$ cat config.mk
export PLATFORM = sky130hd
export DESIGN_NAME = msx_slots
export DESIGN_NICKNAME = d
export VERILOG_FILES = /design/src/hdl/msx_pkg.sv /design/src/hdl/cart_ascii8.sv /design/src/hdl/cart_konami.sv /design/src/hdl/msx_slots.sv /design/src/hdl/ram_mapper.sv /design/src/hdl/slot_decoder.sv /design/src/hdl/slot_expander.sv
export SDC_FILE = /design/constraint.sdc
export NUM_CORES = 1
export LEC_CHECK = 0
export ABC_AREA = 0
export BUFFER_PORTS_ARGS = -buffer_cell sky130_fd_sc_hd__clkbuf_2
export CAP_MARGIN = 20
export CELL_PAD_IN_SITES_DETAIL_PLACEMENT = 1
export CELL_PAD_IN_SITES_GLOBAL_PLACEMENT = 1
export CORE_AREA = 2 2 555 557
export DETAILED_ROUTE_END_ITERATION = 8
export DIE_AREA = 0 0 557 559
export GPL_TIMING_DRIVEN = 0
export PLACE_DENSITY = 0.3
export SLEW_MARGIN = 20
export SYNTH_ARGS = -nofsm -noshare
export SYNTH_HDL_FRONTEND = slang
export SYNTH_HIERARCHICAL = 1
export SYNTH_SLANG_ARGS = --single-unit
export TNS_END_PERCENT = 100
$ cat constraint.sdc
create_clock -name clk -period 23.2 [get_ports clk]
set_clock_uncertainty 0.2 [all_clocks]
set_input_delay 1.16 -clock clk [delete_from_list [all_inputs] [get_ports clk]]
set_output_delay 1.16 -clock clk [all_outputs]
set_load 0.03 [all_outputs]
$ cat src/hdl/msx_pkg.sv
package msx_pkg;

   // external memory address and bank register widths
   localparam int RAM_ADDR_W = 27;
   localparam int BANK_W     = 8;

   // one cycle of z80 bus state
   typedef struct packed {
      logic [15:0] addr;
      logic [7:0]  dout;
      logic        wr;
      logic        rd;
      logic        mreq;
      logic        iorq;
      logic        m1;
   } cpu_bus_t;

   // address translation kind of a 16 KB block
   typedef enum logic [3:0] {
      MAPPER_UNUSED = 4'd0,
      MAPPER_NONE   = 4'd1,
      MAPPER_LINEAR = 4'd2,
      MAPPER_ASCII8 = 4'd3,
      MAPPER_KONAMI = 4'd4,
      MAPPER_RAM    = 4'd5
   } mapper_t;

   // layout entry for slot / subslot / block
   typedef struct packed {
      logic [3:0] ref_ram;
      // in 16 KB units
      logic [1:0] offset_ram;
      mapper_t    mapper;
   } block_t;

   // memory region descriptor
   typedef struct packed {
      logic [RAM_ADDR_W-1:0] addr;
      // size in 16 KB units
      logic [15:0]           size;
      logic                  ro;
   } lookup_ram_t;

endpackage

$ cat src/hdl/cart_ascii8.sv
`timescale 1ns/1ps

module cart_ascii8 (
   input  logic                   clk,
   input  logic                   reset,
   input  msx_pkg::cpu_bus_t      bus,
   input  logic                   cs,
   input  logic [15:0]            rom_size,
   output logic [msx_pkg::RAM_ADDR_W-1:0] mem_addr,
   output logic                   unmapped
);

   logic [msx_pkg::BANK_W-1:0]     bank [4];
   logic [msx_pkg::BANK_W-1:0]     cur_bank;
   logic [1:0]                     rd_idx;
   logic                           bank_wr;
   logic                           in_range;
   logic [msx_pkg::RAM_ADDR_W-1:0] rom_mask;

   // bank switch window 6000-7FFF
   assign bank_wr = cs & bus.mreq & bus.wr & (bus.addr[15:13] == 3'b011);

   always_ff @(posedge clk) begin
      if (reset) begin
         bank[0] <= '0;
         bank[1] <= '0;
         bank[2] <= '0;
         bank[3] <= '0;
      end else if (bank_wr) begin
         bank[bus.addr[12:11]] <= bus.dout;
      end
   end

   // 8 KB pages 4000-BFFF map to banks 0..3
   assign rd_idx   = 2'(bus.addr[15:13] - 3'd2);
   assign cur_bank = bank[rd_idx];
   assign in_range = (bus.addr[15:14] == 2'b01) | (bus.addr[15:14] == 2'b10);

   // wrap at image size
   assign rom_mask = (msx_pkg::RAM_ADDR_W'(rom_size) << 14) - 1'b1;

   assign mem_addr = msx_pkg::RAM_ADDR_W'({cur_bank, bus.addr[12:0]}) & rom_mask;
   assign unmapped = cs & ~in_range;

endmodule

$ cat src/hdl/cart_konami.sv
`timescale 1ns/1ps

module cart_konami (
   input  logic                   clk,
   input  logic                   reset,
   input  msx_pkg::cpu_bus_t      bus,
   input  logic                   cs,
   input  logic [15:0]            rom_size,
   output logic [msx_pkg::RAM_ADDR_W-1:0] mem_addr,
   output logic                   unmapped
);

   // bank 0 never written, stays at 0
   logic [msx_pkg::BANK_W-1:0]     bank [4];
   logic [msx_pkg::BANK_W-1:0]     cur_bank;
   logic [1:0]                     idx;
   logic                           bank_wr;
   logic                           in_range;
   logic [msx_pkg::RAM_ADDR_W-1:0] rom_mask;

   assign idx = 2'(bus.addr[15:13] - 3'd2);

   // switch windows 6000, 8000 and A000
   assign bank_wr = cs & bus.mreq & bus.wr &
                    (bus.addr[15:13] inside {3'd3, 3'd4, 3'd5});

   always_ff @(posedge clk) begin
      if (reset) begin
         bank[0] <= 8'd0;
         bank[1] <= 8'd1;
         bank[2] <= 8'd2;
         bank[3] <= 8'd3;
      end else if (bank_wr) begin
         bank[idx] <= bus.dout;
      end
   end

   assign cur_bank = bank[idx];
   assign in_range = (bus.addr[15:14] == 2'b01) | (bus.addr[15:14] == 2'b10);

   assign rom_mask = (msx_pkg::RAM_ADDR_W'(rom_size) << 14) - 1'b1;

   // same 8 KB layout as ascii8
   assign mem_addr = msx_pkg::RAM_ADDR_W'({cur_bank, bus.addr[12:0]}) & rom_mask;
   assign unmapped = cs & ~in_range;

endmodule

$ cat src/hdl/msx_slots.sv
`timescale 1ns/1ps

module msx_slots #(
   parameter int RAM_BLOCK_BITS = 8
) (
   input  logic                   clk,
   input  logic                   reset,
   input  msx_pkg::cpu_bus_t      bus,
   input  logic [1:0]             active_slot,
   input  logic [3:0]             expander_en,
   input  msx_pkg::block_t        slot_layout [64],
   input  msx_pkg::lookup_ram_t   lookup_ram [16],
   output logic [msx_pkg::RAM_ADDR_W-1:0] ram_addr,
   output logic [7:0]             ram_din,
   output logic                   ram_rnw,
   output logic                   ram_ce,
   input  logic [7:0]             ram_dout,
   output logic [7:0]             cpu_din
);

   localparam int AW = msx_pkg::RAM_ADDR_W;

   logic [1:0]       subslot;
   logic             exp_access;
   logic [7:0]       exp_dout;
   logic [AW-1:0]    base;
   logic [15:0]      size;
   logic             ro;
   logic [1:0]       offset_ram;
   msx_pkg::mapper_t mapper;

   slot_expander expander0 (
      .clk         (clk),
      .reset       (reset),
      .bus         (bus),
      .active_slot (active_slot),
      .expander_en (expander_en),
      .subslot     (subslot),
      .exp_access  (exp_access),
      .exp_dout    (exp_dout)
   );

   slot_decoder decoder0 (
      .slot_layout (slot_layout),
      .lookup_ram  (lookup_ram),
      .active_slot (active_slot),
      .subslot     (subslot),
      .block       (bus.addr[15:14]),
      .base        (base),
      .size        (size),
      .ro          (ro),
      .offset_ram  (offset_ram),
      .mapper      (mapper)
   );

   // cartridge mappers, one select each
   logic [AW-1:0] ascii8_addr;
   logic [AW-1:0] konami_addr;
   logic          ascii8_unmapped;
   logic          konami_unmapped;

   cart_ascii8 ascii8 (
      .clk      (clk),
      .reset    (reset),
      .bus      (bus),
      .cs       (mapper == msx_pkg::MAPPER_ASCII8),
      .rom_size (size),
      .mem_addr (ascii8_addr),
      .unmapped (ascii8_unmapped)
   );

   cart_konami konami (
      .clk      (clk),
      .reset    (reset),
      .bus      (bus),
      .cs       (mapper == msx_pkg::MAPPER_KONAMI),
      .rom_size (size),
      .mem_addr (konami_addr),
      .unmapped (konami_unmapped)
   );

   logic [AW-1:0] ram_page_addr;
   logic [7:0]    mapper_io_dout;

   ram_mapper #(
      .RAM_BLOCK_BITS (RAM_BLOCK_BITS)
   ) msx2_ram (
      .clk       (clk),
      .reset     (reset),
      .bus       (bus),
      .page_addr (ram_page_addr),
      .io_dout   (mapper_io_dout)
   );

   // offset within the block's memory region
   logic [AW-1:0] none_addr;
   logic [AW-1:0] linear_addr;
   logic [AW-1:0] mapper_addr;

   assign none_addr   = (AW'(offset_ram) << 14) + AW'(bus.addr[13:0]);
   assign linear_addr = AW'(bus.addr) & ((AW'(size) << 14) - 1'b1);

   always_comb begin
      case (mapper)
         msx_pkg::MAPPER_NONE:   mapper_addr = none_addr;
         msx_pkg::MAPPER_LINEAR: mapper_addr = linear_addr;
         msx_pkg::MAPPER_ASCII8: mapper_addr = ascii8_addr;
         msx_pkg::MAPPER_KONAMI: mapper_addr = konami_addr;
         msx_pkg::MAPPER_RAM:    mapper_addr = ram_page_addr;
         default:                mapper_addr = '0;
      endcase
   end

   assign ram_addr = base + mapper_addr;

   logic mem_unmapped;
   logic mem_mapped;

   assign mem_unmapped = ascii8_unmapped | konami_unmapped;

   // memory cycle that reaches external memory
   assign mem_mapped = bus.mreq & (mapper != msx_pkg::MAPPER_UNUSED) &
                       ~mem_unmapped & ~exp_access;

   assign ram_ce  = mem_mapped & (bus.rd | (bus.wr & ~ro));
   assign ram_rnw = bus.rd;
   assign ram_din = bus.dout;

   // idle sources sit at FF
   assign cpu_din = exp_dout
                  & mapper_io_dout
                  & ((mem_mapped & bus.rd) ? ram_dout : 8'hFF);

endmodule

$ cat src/hdl/ram_mapper.sv
`timescale 1ns/1ps

module ram_mapper #(
   parameter int RAM_BLOCK_BITS = 8
) (
   input  logic                   clk,
   input  logic                   reset,
   input  msx_pkg::cpu_bus_t      bus,
   output logic [msx_pkg::RAM_ADDR_W-1:0] page_addr,
   output logic [7:0]             io_dout
);

   // page registers for FC, FD, FE, FF
   logic [RAM_BLOCK_BITS-1:0] page [4];
   logic [RAM_BLOCK_BITS-1:0] io_page;
   logic [RAM_BLOCK_BITS-1:0] mem_page;
   logic                      io_hit;

   // ports FC-FF, m1 low excludes interrupt acknowledge
   assign io_hit = bus.iorq & ~bus.m1 & (bus.addr[7:2] == 6'b111111);

   always_ff @(posedge clk) begin
      if (reset) begin
         page[0] <= RAM_BLOCK_BITS'(3);
         page[1] <= RAM_BLOCK_BITS'(2);
         page[2] <= RAM_BLOCK_BITS'(1);
         page[3] <= RAM_BLOCK_BITS'(0);
      end else if (io_hit & bus.wr) begin
         page[bus.addr[1:0]] <= bus.dout[RAM_BLOCK_BITS-1:0];
      end
   end

   assign io_page = page[bus.addr[1:0]];

   // unused upper bits read as 1
   assign io_dout = (io_hit & bus.rd) ? ~(8'(~io_page)) : 8'hFF;

   assign mem_page  = page[bus.addr[15:14]];
   assign page_addr = (msx_pkg::RAM_ADDR_W'(mem_page) << 14) |
                      msx_pkg::RAM_ADDR_W'(bus.addr[13:0]);

endmodule

$ cat src/hdl/slot_decoder.sv
`timescale 1ns/1ps

module slot_decoder (
   input  msx_pkg::block_t        slot_layout [64],
   input  msx_pkg::lookup_ram_t   lookup_ram [16],
   input  logic [1:0]             active_slot,
   input  logic [1:0]             subslot,
   input  logic [1:0]             block,
   output logic [msx_pkg::RAM_ADDR_W-1:0] base,
   output logic [15:0]            size,
   output logic                   ro,
   output logic [1:0]             offset_ram,
   output msx_pkg::mapper_t       mapper
);

   logic [5:0]           layout_id;
   msx_pkg::block_t      entry;
   msx_pkg::lookup_ram_t desc;

   // slot, subslot, block
   assign layout_id = {active_slot, subslot, block};
   assign entry     = slot_layout[layout_id];

   // descriptor chosen by the entry
   assign desc = lookup_ram[entry.ref_ram];

   assign base       = desc.addr;
   assign size       = desc.size;
   assign ro         = desc.ro;
   assign offset_ram = entry.offset_ram;
   assign mapper     = entry.mapper;

endmodule

$ cat src/hdl/slot_expander.sv
`timescale 1ns/1ps

module slot_expander (
   input  logic                clk,
   input  logic                reset,
   input  msx_pkg::cpu_bus_t   bus,
   input  logic [1:0]          active_slot,
   input  logic [3:0]          expander_en,
   output logic [1:0]          subslot,
   output logic                exp_access,
   output logic [7:0]          exp_dout
);

   // one secondary slot register per primary slot
   logic [7:0] exp_reg [4];
   logic [7:0] cur_reg;
   logic [1:0] block;

   assign cur_reg = exp_reg[active_slot];
   assign block   = bus.addr[15:14];

   // FFFF only answers in an expanded slot
   assign exp_access = (bus.addr == 16'hFFFF) & bus.mreq & expander_en[active_slot];

   always_ff @(posedge clk) begin
      if (reset) begin
         exp_reg[0] <= 8'h00;
         exp_reg[1] <= 8'h00;
         exp_reg[2] <= 8'h00;
         exp_reg[3] <= 8'h00;
      end else if (exp_access & bus.wr) begin
         exp_reg[active_slot] <= bus.dout;
      end
   end

   // register reads back inverted, as on real hardware
   assign exp_dout = (exp_access & bus.rd) ? ~cur_reg : 8'hFF;

   // two bits per 16 KB block
   assign subslot = expander_en[active_slot] ? cur_reg[2*block +: 2] : 2'd0;

endmodule

==> results.cfg <==
[status]
outcome = completed

[route]
num_vias = 23450
routed_wl_um = 237600
final_antenna_net_count = 0
drt_iter0_drc = 1701
avgViaCountPerCell = 3.215
drc = 0
wire_per_inst_um = 32.58
dr.pass1.iters = 6

[grt]
grt_use_met1_pct = 17.73
first_global_vias = 25210
grt.overflow.total = 0
grtUsageTotal_pct = 14.65
met3_usage_pct = 3.341
grt.met2_usage_pct = 26.13
grt_pass1_wl_um = 290600
antenna_found_initial = 115
grt_max_degree = 18
top_usage_layer = met2

[floorplan]
io_pins = 1434
fp-row-count = 203
die_h_um = 559
die_x_um = 557
initial_core_util_pct = 6.324
coreArea_sq_um = 305000
die_area_sq_um = 311400

[pwr]
p_int_uw = 931.1
p_total_uw = 2071
net-switching-power_uw = 1140
peakVddDrop_uv = 57.82
p_clk_share_pct = 14.5
sw_frac_of_total_pct = 55.05
pwr-share-seq_pct = 12.9
leakage_uw = 0.01365
p_comb_share_pct = 72.6
p_per_area_nw_per_um2 = 64.50

[clock_tree]
clk_pin_slew_ps = 60
postCtsSetupBuffers = 0
cts_resized = 0
clockBufferDepth = 2
cts_sinks = 128
cts_tree = built
root_buffer = clkbuf_16
cts_hold_buf = 0
cts_buffers = 17
h-tree-depth = 4
clock_latency_ps = 440

[timing]
hold_ws_ps = 1038
final.setup.worst_slack_ps = 8339
final.min_clock_period_ps = 14860
final.period_utilization_pct = 64.06
report.final.slew_viol_count = 0
fmax_mhz = 67.29
slew_headroom_pct = 21.79
grt_setup_unrepaired = no
hold_viol = 0
tightest_slew_ps = 1173
tns_ps = 0
setup_violations = 0

[worst_setup_path]
cp-start-kind = input pin
cpMaxStageDelayCell = a211oi_1
cp_num_buf_inv = 11
r2r-end = konami/bank[1][1]
reg2regPathDepth = 18
crit_path_max_fanout = 11
crit_type = in -> out
required_ps = 21840
critical_path.top_delay_family = buffers and inverters
r2r_slack_ps = 14120
cp_slowest_stage_delay_ps = 970
cp_data_arrival_time_ps = 13500
crit_top_cell = buf_2
crit_path_end_kind = output pin
setup.worst_path.start = active_slot[0]
r2r_start = expander0/exp_reg[1][0]

[worst_hold_path]
hold_depth = 2
min_from = bus[25]
whs_endpoint = ascii8/bank[1][7]
hold_class = in -> reg

[placement]
hpwlAfterDp_um = 215400
place_congestion = 0.9392
dpl_cell_area_sq_um = 31350
pre_cts_ws_ps = 7768
port_buffers = 1289

[layout]
final_layout_size_suffix_gt1_share_pct = 57.02
syn_to_final_growth_pct = 66.46
final_cell_area_sq_um = 32110
nNetsFinal = 4555
fillers = 36270
multi_input_area_sq_um = 14110
seqCellArea_sq_um = 3844

[flow_run]
max-cap-violations = 0

[synth]
syn_avg_cell_area_sq_um = 10.78
yosysWarnings = 6
syn_area_sq_um = 19290
syn_inst = 1790
[per-stage QoR]
step           std cells  util, %
2_1_floorplan       1812        -
3_3_place_gp        7201    10.15
3_5_place_dp        7217    10.28
4_1_cts             7249    10.49
5_1_grt             7261    10.50
6_report            7292    10.53
[worst max path at each step]
| stage | end | depth (start not counted) |
|---|---|---|
| after global routing | ram_addr[23] | 34 |
| final | ram_addr[23] | 34 |
| after detailed placement | ram_addr[23] | 34 |
| after CTS | ram_addr[23] | 34 |
| after global placement | ram_addr[23] | 29 |
| after floorplan | ram_addr[20] | 26 |
[layout by cell type, fill, tap and decap left out, drive strengths merged, types with 7 or more instances in the layout]
cell type / n
nor4: 24
nor2b: 16
a211oi: 7
inv: 30
mux2i: 307
nand3: 29
diode: 42
nand2b: 38
buf: 206
xor2: 12
nor2: 101
and4: 8
mux2: 12
o211a: 11
ha: 28
or4: 37
a21o: 17
o21ai: 13
nand4b: 14
o22ai: 143
and2: 14
clkbuf: 1359
edfxtp: 128
a21oi: 36
nand3b: 13
a222oi: 24
nand2: 91
nor3: 22
mux4: 227
a22oi: 21
and3: 8
or3: 7
xnor2: 17
nand4: 14
conb: 25
nor3b: 17
[per-layer routing]
| metal | vias up | part of all wire, % |
|---|---|---|
| li1 | 10020 | - |
| met1 | 11920 | 41 |
| met2 | 1281 | 50 |
| met3 | 191 | 6.9 |
| met4 | 44 | 1.8 |
| met5 | - | 0.11 |
[power by group through the flow]
stage	logic, uW	registers, uW	clock network, uW
6_report	1500	268	301
5_1_grt	1620	269	317
4_1_cts	1580	268	308
3_5_place_dp	1580	273	0
3_3_place_gp	1560	273	0
2_1_floorplan	738	271	0
[cell type report]
type / count / area share (%)
Multi-Input combinational cell: 1413 / 43.95
Timing Repair Buffer: 1306 / 21.03
Tap cell: 4100 / 15.97
Sequential cell: 128 / 11.97
Buffer: 242 / 4.418
Clock buffer: 17 / 1.325
Clock inverter: 15 / 0.6740
Inverter: 29 / 0.3390
Antenna cell: 42 / 0.3273
No activity file was read; power rests on OpenSTA's default activity.
